### config.mk
export PLATFORM = sky130hd
export DESIGN_NAME = idStage
export DESIGN_NICKNAME = d
export VERILOG_FILES = /design/src/idStagePkg.sv /design/src/decodeBus.sv /design/src/idStage.sv /design/src/loadUseHazard.sv /design/src/instrDecoder.sv /design/src/regFile.sv /design/src/idPipeReg.sv
export SDC_FILE = /design/constraint.sdc
export NUM_CORES = 2
export LEC_CHECK = 0
export ABC_AREA = 1
export BUFFER_PORTS_ARGS = -buffer_cell sky130_fd_sc_hd__buf_2
export CAP_MARGIN = 40
export CORE_AREA = 2 2 506 508
export CTS_CLUSTER_SIZE = 30
export DETAILED_ROUTE_END_ITERATION = 12
export DIE_AREA = 0 0 508 510
export GPL_ROUTABILITY_DRIVEN = 0
export PLACE_DENSITY_LB_ADDON = 0.08
export SLEW_MARGIN = 20
export SYNTH_ARGS = -nofsm -noshare
export SYNTH_HDL_FRONTEND = slang
export SYNTH_SLANG_ARGS = --single-unit
### constraint.sdc
create_clock -name clk -period 7.05 [get_ports clk]
set_input_delay 0.705 -clock clk [delete_from_list [all_inputs] [get_ports clk]]
set_output_delay 0.705 -clock clk [all_outputs]
set_load 0.02 [all_outputs]
### src/idStagePkg.sv
package idStagePkg;

    // primary opcodes, instr[31:26]
    localparam logic [5:0] OP_RTYPE = 6'b000000;
    localparam logic [5:0] OP_J     = 6'b000010;
    localparam logic [5:0] OP_JAL   = 6'b000011;
    localparam logic [5:0] OP_BEQ   = 6'b000100;
    localparam logic [5:0] OP_BNE   = 6'b000101;
    localparam logic [5:0] OP_ADDIU = 6'b001001;
    localparam logic [5:0] OP_ANDI  = 6'b001100;
    localparam logic [5:0] OP_ORI   = 6'b001101;
    localparam logic [5:0] OP_LUI   = 6'b001111;
    localparam logic [5:0] OP_LW    = 6'b100011;
    localparam logic [5:0] OP_SW    = 6'b101011;

    // function field of R-type, instr[5:0]
    localparam logic [5:0] FN_SLL  = 6'b000000;
    localparam logic [5:0] FN_ADDU = 6'b100001;
    localparam logic [5:0] FN_SUBU = 6'b100011;
    localparam logic [5:0] FN_AND  = 6'b100100;
    localparam logic [5:0] FN_OR   = 6'b100101;
    localparam logic [5:0] FN_SLT  = 6'b101010;

    localparam logic [31:0] NOP_INSTR = 32'h0000_0000;  // sll $0, $0, 0

    typedef enum logic [2:0] {
        ALU_ADD = 3'd0,
        ALU_SUB = 3'd1,
        ALU_AND = 3'd2,
        ALU_OR  = 3'd3,
        ALU_SLT = 3'd4,
        ALU_SLL = 3'd5,
        ALU_LUI = 3'd6   // passes operand B through
    } aluOp_t;

    typedef enum logic [1:0] {
        BR_NONE = 2'd0,
        BR_EQ   = 2'd1,
        BR_NE   = 2'd2
    } branch_t;

    // source of the writeback value
    typedef enum logic [1:0] {
        WB_ALU = 2'd0,
        WB_MEM = 2'd1,
        WB_PC8 = 2'd2    // link address for jal
    } wbSel_t;

    // which field names the destination register
    typedef enum logic [1:0] {
        DST_RD  = 2'd0,
        DST_RT  = 2'd1,
        DST_R31 = 2'd2
    } dstSel_t;

    // control bundle handed to execute
    typedef struct packed {
        aluOp_t  aluOp;
        branch_t branchType;
        wbSel_t  wbSel;
        dstSel_t dstSel;
        logic    regWrite;
        logic    isLoad;
        logic    isStore;
        logic    aluSrcImm;      // operand B from imm32
        logic    isImmJump;      // j / jal, target from instr index
        logic    reservedInstr;
    } decodeCtrl_t;

endpackage
### src/decodeBus.sv
interface decodeBus;

    logic [31:0] instr;  // instruction held in decode
    logic [31:0] pc;
    logic [4:0]  rs;
    logic [4:0]  rt;
    logic [4:0]  rd;

    // driven by the pipeline register
    modport regOut (
        output instr, pc, rs, rt, rd
    );

    // decoder, register file, hazard unit
    modport reader (
        input instr, pc, rs, rt, rd
    );

endinterface

### src/idStage.sv
module idStage #(
    parameter logic [31:0] RESET_PC = 32'hbfc00000
) (
    input  logic                    clk,
    input  logic                    rst,
    input  logic                    idFlush,
    input  logic                    idWr,
    input  logic [31:0]             ifInstr,
    input  logic [31:0]             ifPc,
    input  logic [31:0]             wbResult,  // writeback into the register file
    input  logic [4:0]              wbDst,
    input  logic                    wbRegWrite,
    input  logic [4:0]              exeRt,
    input  logic                    exeIsLoad,
    output logic [31:0]             idInstr,
    output logic [31:0]             idPc,
    output logic [31:0]             idBusA,
    output logic [31:0]             idBusB,
    output logic [31:0]             idImm32,
    output logic [4:0]              idRs,
    output logic [4:0]              idRt,
    output logic [4:0]              idRd,
    output idStagePkg::decodeCtrl_t idCtrl,
    output logic                    dhPcWr,
    output logic                    dhIdWr,
    output logic                    exeFlush
);

    logic rsRead;
    logic rtRead;

    decodeBus idBus ();

    // fields leave the stage for execute and next-pc logic
    assign idInstr = idBus.instr;
    assign idPc    = idBus.pc;
    assign idRs    = idBus.rs;
    assign idRt    = idBus.rt;
    assign idRd    = idBus.rd;

    idPipeReg #(
        .RESET_PC (RESET_PC)
    ) uIdPipeReg (
        .clk     (clk),
        .rst     (rst),
        .flush   (idFlush),
        .wr      (idWr),
        .instrIn (ifInstr),
        .pcIn    (ifPc),
        .bus     (idBus)
    );

    regFile uRegFile (
        .clk        (clk),
        .rst        (rst),
        .bus        (idBus),
        .wbDst      (wbDst),
        .wbResult   (wbResult),
        .wbRegWrite (wbRegWrite),
        .busA       (idBusA),
        .busB       (idBusB)
    );

    instrDecoder uInstrDecoder (
        .bus    (idBus),
        .ctrl   (idCtrl),
        .imm32  (idImm32),
        .rsRead (rsRead),
        .rtRead (rtRead)
    );

    loadUseHazard uLoadUseHazard (
        .bus       (idBus),
        .rsRead    (rsRead),
        .rtRead    (rtRead),
        .exeRt     (exeRt),
        .exeIsLoad (exeIsLoad),
        .pcWr      (dhPcWr),
        .idWr      (dhIdWr),
        .exeFlush  (exeFlush)
    );

endmodule

### src/loadUseHazard.sv
module loadUseHazard (
    decodeBus.reader   bus,
    input  logic       rsRead,
    input  logic       rtRead,
    input  logic [4:0] exeRt,
    input  logic       exeIsLoad,
    output logic       pcWr,
    output logic       idWr,
    output logic       exeFlush
);

    logic loadPending;
    logic rsHit;
    logic rtHit;
    logic stall;

    // a load into $0 produces nothing to wait for
    assign loadPending = exeIsLoad && (exeRt != 5'd0);

    // only count fields the instruction really reads
    assign rsHit = rsRead && (bus.rs == exeRt);
    assign rtHit = rtRead && (bus.rt == exeRt);

    assign stall = loadPending && (rsHit || rtHit);

    assign pcWr     = !stall;  // hold fetch
    assign idWr     = !stall;  // hold decode
    assign exeFlush = stall;   // bubble into execute

endmodule

### src/instrDecoder.sv
module instrDecoder (
    decodeBus.reader                 bus,
    output idStagePkg::decodeCtrl_t  ctrl,
    output logic [31:0]              imm32,
    output logic                     rsRead,
    output logic                     rtRead
);
    import idStagePkg::*;

    logic [5:0]  opcode;
    logic [5:0]  funct;
    logic [15:0] imm16;

    assign opcode = bus.instr[31:26];
    assign funct  = bus.instr[5:0];
    assign imm16  = bus.instr[15:0];

    always_comb begin
        ctrl   = '0;  // add, no branch, alu result into rd
        rsRead = 1'b0;
        rtRead = 1'b0;
        case (opcode)
            OP_RTYPE: begin
                ctrl.regWrite = 1'b1;
                ctrl.dstSel   = DST_RD;
                rsRead        = 1'b1;
                rtRead        = 1'b1;
                case (funct)
                    FN_ADDU: ctrl.aluOp = ALU_ADD;
                    FN_SUBU: ctrl.aluOp = ALU_SUB;
                    FN_AND:  ctrl.aluOp = ALU_AND;
                    FN_OR:   ctrl.aluOp = ALU_OR;
                    FN_SLT:  ctrl.aluOp = ALU_SLT;
                    FN_SLL: begin
                        ctrl.aluOp = ALU_SLL;  // shamt taken from instr
                        rsRead     = 1'b0;
                    end
                    default: begin
                        ctrl.regWrite      = 1'b0;
                        ctrl.reservedInstr = 1'b1;
                        rsRead             = 1'b0;
                        rtRead             = 1'b0;
                    end
                endcase
            end
            OP_ADDIU, OP_ANDI, OP_ORI: begin
                ctrl.regWrite  = 1'b1;
                ctrl.dstSel    = DST_RT;
                ctrl.aluSrcImm = 1'b1;
                rsRead         = 1'b1;
                if (opcode == OP_ANDI) begin
                    ctrl.aluOp = ALU_AND;
                end else if (opcode == OP_ORI) begin
                    ctrl.aluOp = ALU_OR;
                end else begin
                    ctrl.aluOp = ALU_ADD;
                end
            end
            OP_LUI: begin
                ctrl.aluOp     = ALU_LUI;
                ctrl.regWrite  = 1'b1;
                ctrl.dstSel    = DST_RT;
                ctrl.aluSrcImm = 1'b1;
            end
            OP_LW: begin
                ctrl.aluOp     = ALU_ADD;  // base + offset
                ctrl.regWrite  = 1'b1;
                ctrl.isLoad    = 1'b1;
                ctrl.wbSel     = WB_MEM;
                ctrl.dstSel    = DST_RT;
                ctrl.aluSrcImm = 1'b1;
                rsRead         = 1'b1;
            end
            OP_SW: begin
                ctrl.aluOp     = ALU_ADD;
                ctrl.isStore   = 1'b1;
                ctrl.aluSrcImm = 1'b1;
                rsRead         = 1'b1;
                rtRead         = 1'b1;  // store data
            end
            OP_BEQ, OP_BNE: begin
                ctrl.aluOp      = ALU_SUB;  // compare rs against rt
                ctrl.branchType = (opcode == OP_BEQ) ? BR_EQ : BR_NE;
                rsRead          = 1'b1;
                rtRead          = 1'b1;
            end
            OP_J: begin
                ctrl.isImmJump = 1'b1;
            end
            OP_JAL: begin
                ctrl.isImmJump = 1'b1;
                ctrl.regWrite  = 1'b1;
                ctrl.wbSel     = WB_PC8;
                ctrl.dstSel    = DST_R31;  // link register
            end
            default: begin
                ctrl.reservedInstr = 1'b1;
            end
        endcase
    end

    // immediate extension
    always_comb begin
        case (opcode)
            OP_ANDI, OP_ORI: imm32 = {16'h0000, imm16};  // logical ops zero extend
            OP_LUI:          imm32 = {imm16, 16'h0000};
            default:         imm32 = {{16{imm16[15]}}, imm16};
        endcase
    end

endmodule

### src/regFile.sv
module regFile (
    input  logic        clk,
    input  logic        rst,
    decodeBus.reader    bus,
    input  logic [4:0]  wbDst,
    input  logic [31:0] wbResult,
    input  logic        wbRegWrite,
    output logic [31:0] busA,
    output logic [31:0] busB
);

    logic [31:0] regs [32];
    logic        wrValid;

    // $0 is never written
    assign wrValid = wbRegWrite && (wbDst != 5'd0);

    always_ff @(posedge clk) begin
        if (rst) begin
            for (int i = 0; i < 32; i++) begin
                regs[i] <= '0;
            end
        end else if (wrValid) begin
            regs[wbDst] <= wbResult;
        end
    end

    // port A, rs
    always_comb begin
        if (bus.rs == 5'd0) begin
            busA = '0;
        end else if (wrValid && (wbDst == bus.rs)) begin
            busA = wbResult;  // writeback bypass
        end else begin
            busA = regs[bus.rs];
        end
    end

    // port B, rt
    always_comb begin
        if (bus.rt == 5'd0) begin
            busB = '0;
        end else if (wrValid && (wbDst == bus.rt)) begin
            busB = wbResult;  // writeback bypass
        end else begin
            busB = regs[bus.rt];
        end
    end

endmodule

### src/idPipeReg.sv
module idPipeReg #(
    parameter logic [31:0] RESET_PC = 32'hbfc00000
) (
    input  logic        clk,
    input  logic        rst,
    input  logic        flush,
    input  logic        wr,
    input  logic [31:0] instrIn,
    input  logic [31:0] pcIn,
    decodeBus.regOut    bus
);
    import idStagePkg::*;

    logic [31:0] instrQ;
    logic [31:0] pcQ;

    always_ff @(posedge clk) begin
        if (rst) begin
            instrQ <= NOP_INSTR;
            pcQ    <= RESET_PC;
        end else if (flush) begin
            // bubble keeps its pc
            instrQ <= NOP_INSTR;
        end else if (wr) begin
            instrQ <= instrIn;
            pcQ    <= pcIn;
        end
    end

    assign bus.instr = instrQ;
    assign bus.pc    = pcQ;

    // register fields, same position for every format
    assign bus.rs = instrQ[25:21];
    assign bus.rt = instrQ[20:16];
    assign bus.rd = instrQ[15:11];

endmodule

==> impl_metrics.csv <==
group,metric,value,unit
run_status,status,"complete, no violations",
yosys,ys.warnings.count,0,
worst_setup_path,reg2reg_slack,5.89,ns
drt,drtAntennaViolNets,0,
sta,maxSlewHeadroom,20.7,%
job,cap_violations,0,
yosys,ys_ff_latch,1098,
floorplan,io-pin-count,305,
worst_setup_path,worst_ep_arrival_time,4.50,ns
floorplan,core.rowCount,185,
sta,setup_viol,0,
finish,instances_no_fill,11900,
worst_setup_path,worstSetupPathType,"register to output port",
power_and_ir_drop,power_density,239,mW/mm2
cts,cts_tree,"done",
grt,grt_pass1_wl,460000,um
yosys,postSynthAreaPerCell,7.47,um2
floorplan,start_util,24.9,%
yosys,ys_types,26,
finish,final_common_cell,"nand2_1",
sta,slew_violations,0,
finish,fill_cells,27200,
sta,finClkSkew,0.00763,ns
power_and_ir_drop,leakage,32.8,nW
grt,grt_pass1_vias,57600,
floorplan,core,0.253,mm2
grt,gr-total-overflow,0,
place,dp_slack,2.74,ns
floorplan,die_h,510,um
cts,post_cts_buffers,0,
floorplan,dieArea,0.259,mm2
cts,cts-htree-levels,4,
drt,wl_per_cell,27.9,um
place,hpwl,191000,um
sta,finalCritPeriodShare,73.8,%
sta,hold_viol_final,0,
worst_setup_path,cp_max_fo,145,
drt,drt_iter0_drc,6757,
worst_setup_path,required,6.34,ns
cts,clock_tree.root_cell,"clkbuf_16",
cts,cts.sinks,1098,
floorplan,fp.dieW,508,um
sta,setup_ws,1.85,ns
sta,fin_crit,5.20,ns
cts,cts_made_buffers,147,
yosys,netlist_instances,8443,
place,dp_cells,11700,
power_and_ir_drop,power,17.6,mW
grt,track_usage,25.0,%
drt,routed_wl,333000,um
sta,holdWs,0.120,ns
yosys,synth_area,0.0631,mm2
sta,worstMarginPinSlew,1.19,ns
grt,grt_max_degree,156,
yosys,ys_seq_area_share,51.1,%
worst_setup_path,cp-end-kind,"output port",
worst_setup_path,r2r_cells,2,
cts,holdBufCountCts,0,
drt,viasPerCell,5.08,
cts,ctsResizeCount,0,
worst_setup_path,r2r-start,"uIdPipeReg.bus.instr[16]",
finish,area_growth_syn_to_layout,16.5,%
drt,drc,0,
sta,fin_tns_setup,0,ns
sta,fmax,0.192,GHz
worst_setup_path,start_kind,"register",
drt,dr_total_vias,60600,
cts,insertion_delay,0.80,ns
power_and_ir_drop,ir_drop,0.249,mV
cts,clockBufferDepth,3,
worst_setup_path,worstSetupEndpoint,"idBusB[1]",
grt,antenna_found_initial,21,
finish,drive_gt1_share,9.72,%
sta,rsz0062_at_grt,"false",
place,io_buffers,304,
finish,fin_nets,8565,
drt,drt_first_pass_iters,6,
cts,path_clk_slew,0.06,ns
worst_hold_path,hold_path_class,"input pin to register",
finish,final_cell_mix,"nand2_1 (2179), nand3_1 (1927), nor2_1 (1117)",
[registers in the layout, indices dropped and copies added (netlist names), named ones only]
| signal | count |
|---|---|
| uIdPipeReg.bus.instr | 32 |
| uIdPipeReg.bus.pc | 32 |
| uRegFile.regs | 1024 |
[kinds of logic after synthesis]
kind of cell    Yosys count  share of synthesized area [%]
simple gates           5324                           35.6
buf+inv                1781                           11.0
compound gates          226                           2.06
xor+xnor                 13                          0.180
other cells               1                        0.00594
flops                  1098                           51.1
[stage by stage]
step	cell area (um2)	util (%)
finish	73500	29.0
global route	73500	29.0
CTS	73400	28.9
detailed placement	68800	27.1
global placement	67900	26.8
floorplan	63200	-
[cell usage after synthesis]
cell	n	share of area, %
o21ai_0	61	0.48
xor2_1	9	0.12
o211ai_1	65	0.77
a211oi_1	2	0.024
nand4_1	7	0.069
inv_1	1082	6.4
buf_1	58	0.35
clkbuf_2	2	0.016
o21ai_2	1	0.014
or2_2	8	0.079
buf_2	170	1.3
clkinv_1	3	0.018
inv_2	3	0.018
nor3_2	2	0.032
nor2_1	1118	6.7
edfxtp_1	1024	49
buf_4	16	0.19
nor3_1	15	0.12
conb_1	1	0.0059
nand2_1	2244	13
nor4_1	2	0.020
nand3_1	1928	15
dfxtp_1	74	2.3
a21oi_1	97	0.77
clkbuf_1	447	2.7
xnor2_1	4	0.056
[worst max-delay path, cell delays in order (launching register included)]
cell	delay [ns]
dfxtp_4	0.73
buf_12	0.52
buf_4	0.64
o211ai_1	0.18
nand3_1	0.12
nand3_1	0.10
nand3_1	0.12
nand2_1	0.08
a21oi_1	0.57
buf_2	0.29
[worst min path at each step]
stage | slack [ns] | cells past startpoint | end | start
floorplan | 0.55 | 2 | uIdPipeReg.bus.pc[22] | uIdPipeReg.bus.pc[22]
global placement | 0.43 | 2 | uIdPipeReg.bus.pc[24] | uIdPipeReg.bus.pc[24]
detailed placement | 0.44 | 2 | uIdPipeReg.bus.pc[28] | uIdPipeReg.bus.pc[28]
CTS | 0.06 | 3 | uIdPipeReg.bus.pc[31] | ifPc[31]
global route | 0.09 | 3 | uIdPipeReg.bus.pc[26] | ifPc[26]
finish | 0.12 | 3 | uIdPipeReg.bus.pc[24] | ifPc[24]
[report_power, final]
part | total [mW] | switching (mW) | internal [mW]
Sequential | 7.60 | 0.137 | 7.47
Clock | 7.51 | 3.15 | 4.35
Combinational | 2.47 | 1.86 | 0.607
Total | 17.6 | 5.15 | 12.4
[layout make-up]
type,instances,area (um2),share of cell area [%]
multi-input combinational,5595,24200,33.0
inverter,1088,4130,5.62
tap,3366,4210,5.73
clock inverter,72,534,0.727
antenna,6,15.0,0.0204
clock buffer,183,4080,5.55
sequential,1098,32300,43.9
timing repair buffer,523,4010,5.46
[routing by layer]
metal / vias up / wire length, um / track usage (%)
li1: 27000 / - / -
met2: 2934 / 148000 / 39.4
met4: 2 / 11600 / 8.20
met3: 527 / 24700 / 3.90
met1: 30100 / 148000 / 34.9
met5: - / 12 / 0
No activity file was read; power rests on OpenSTA's default activity.
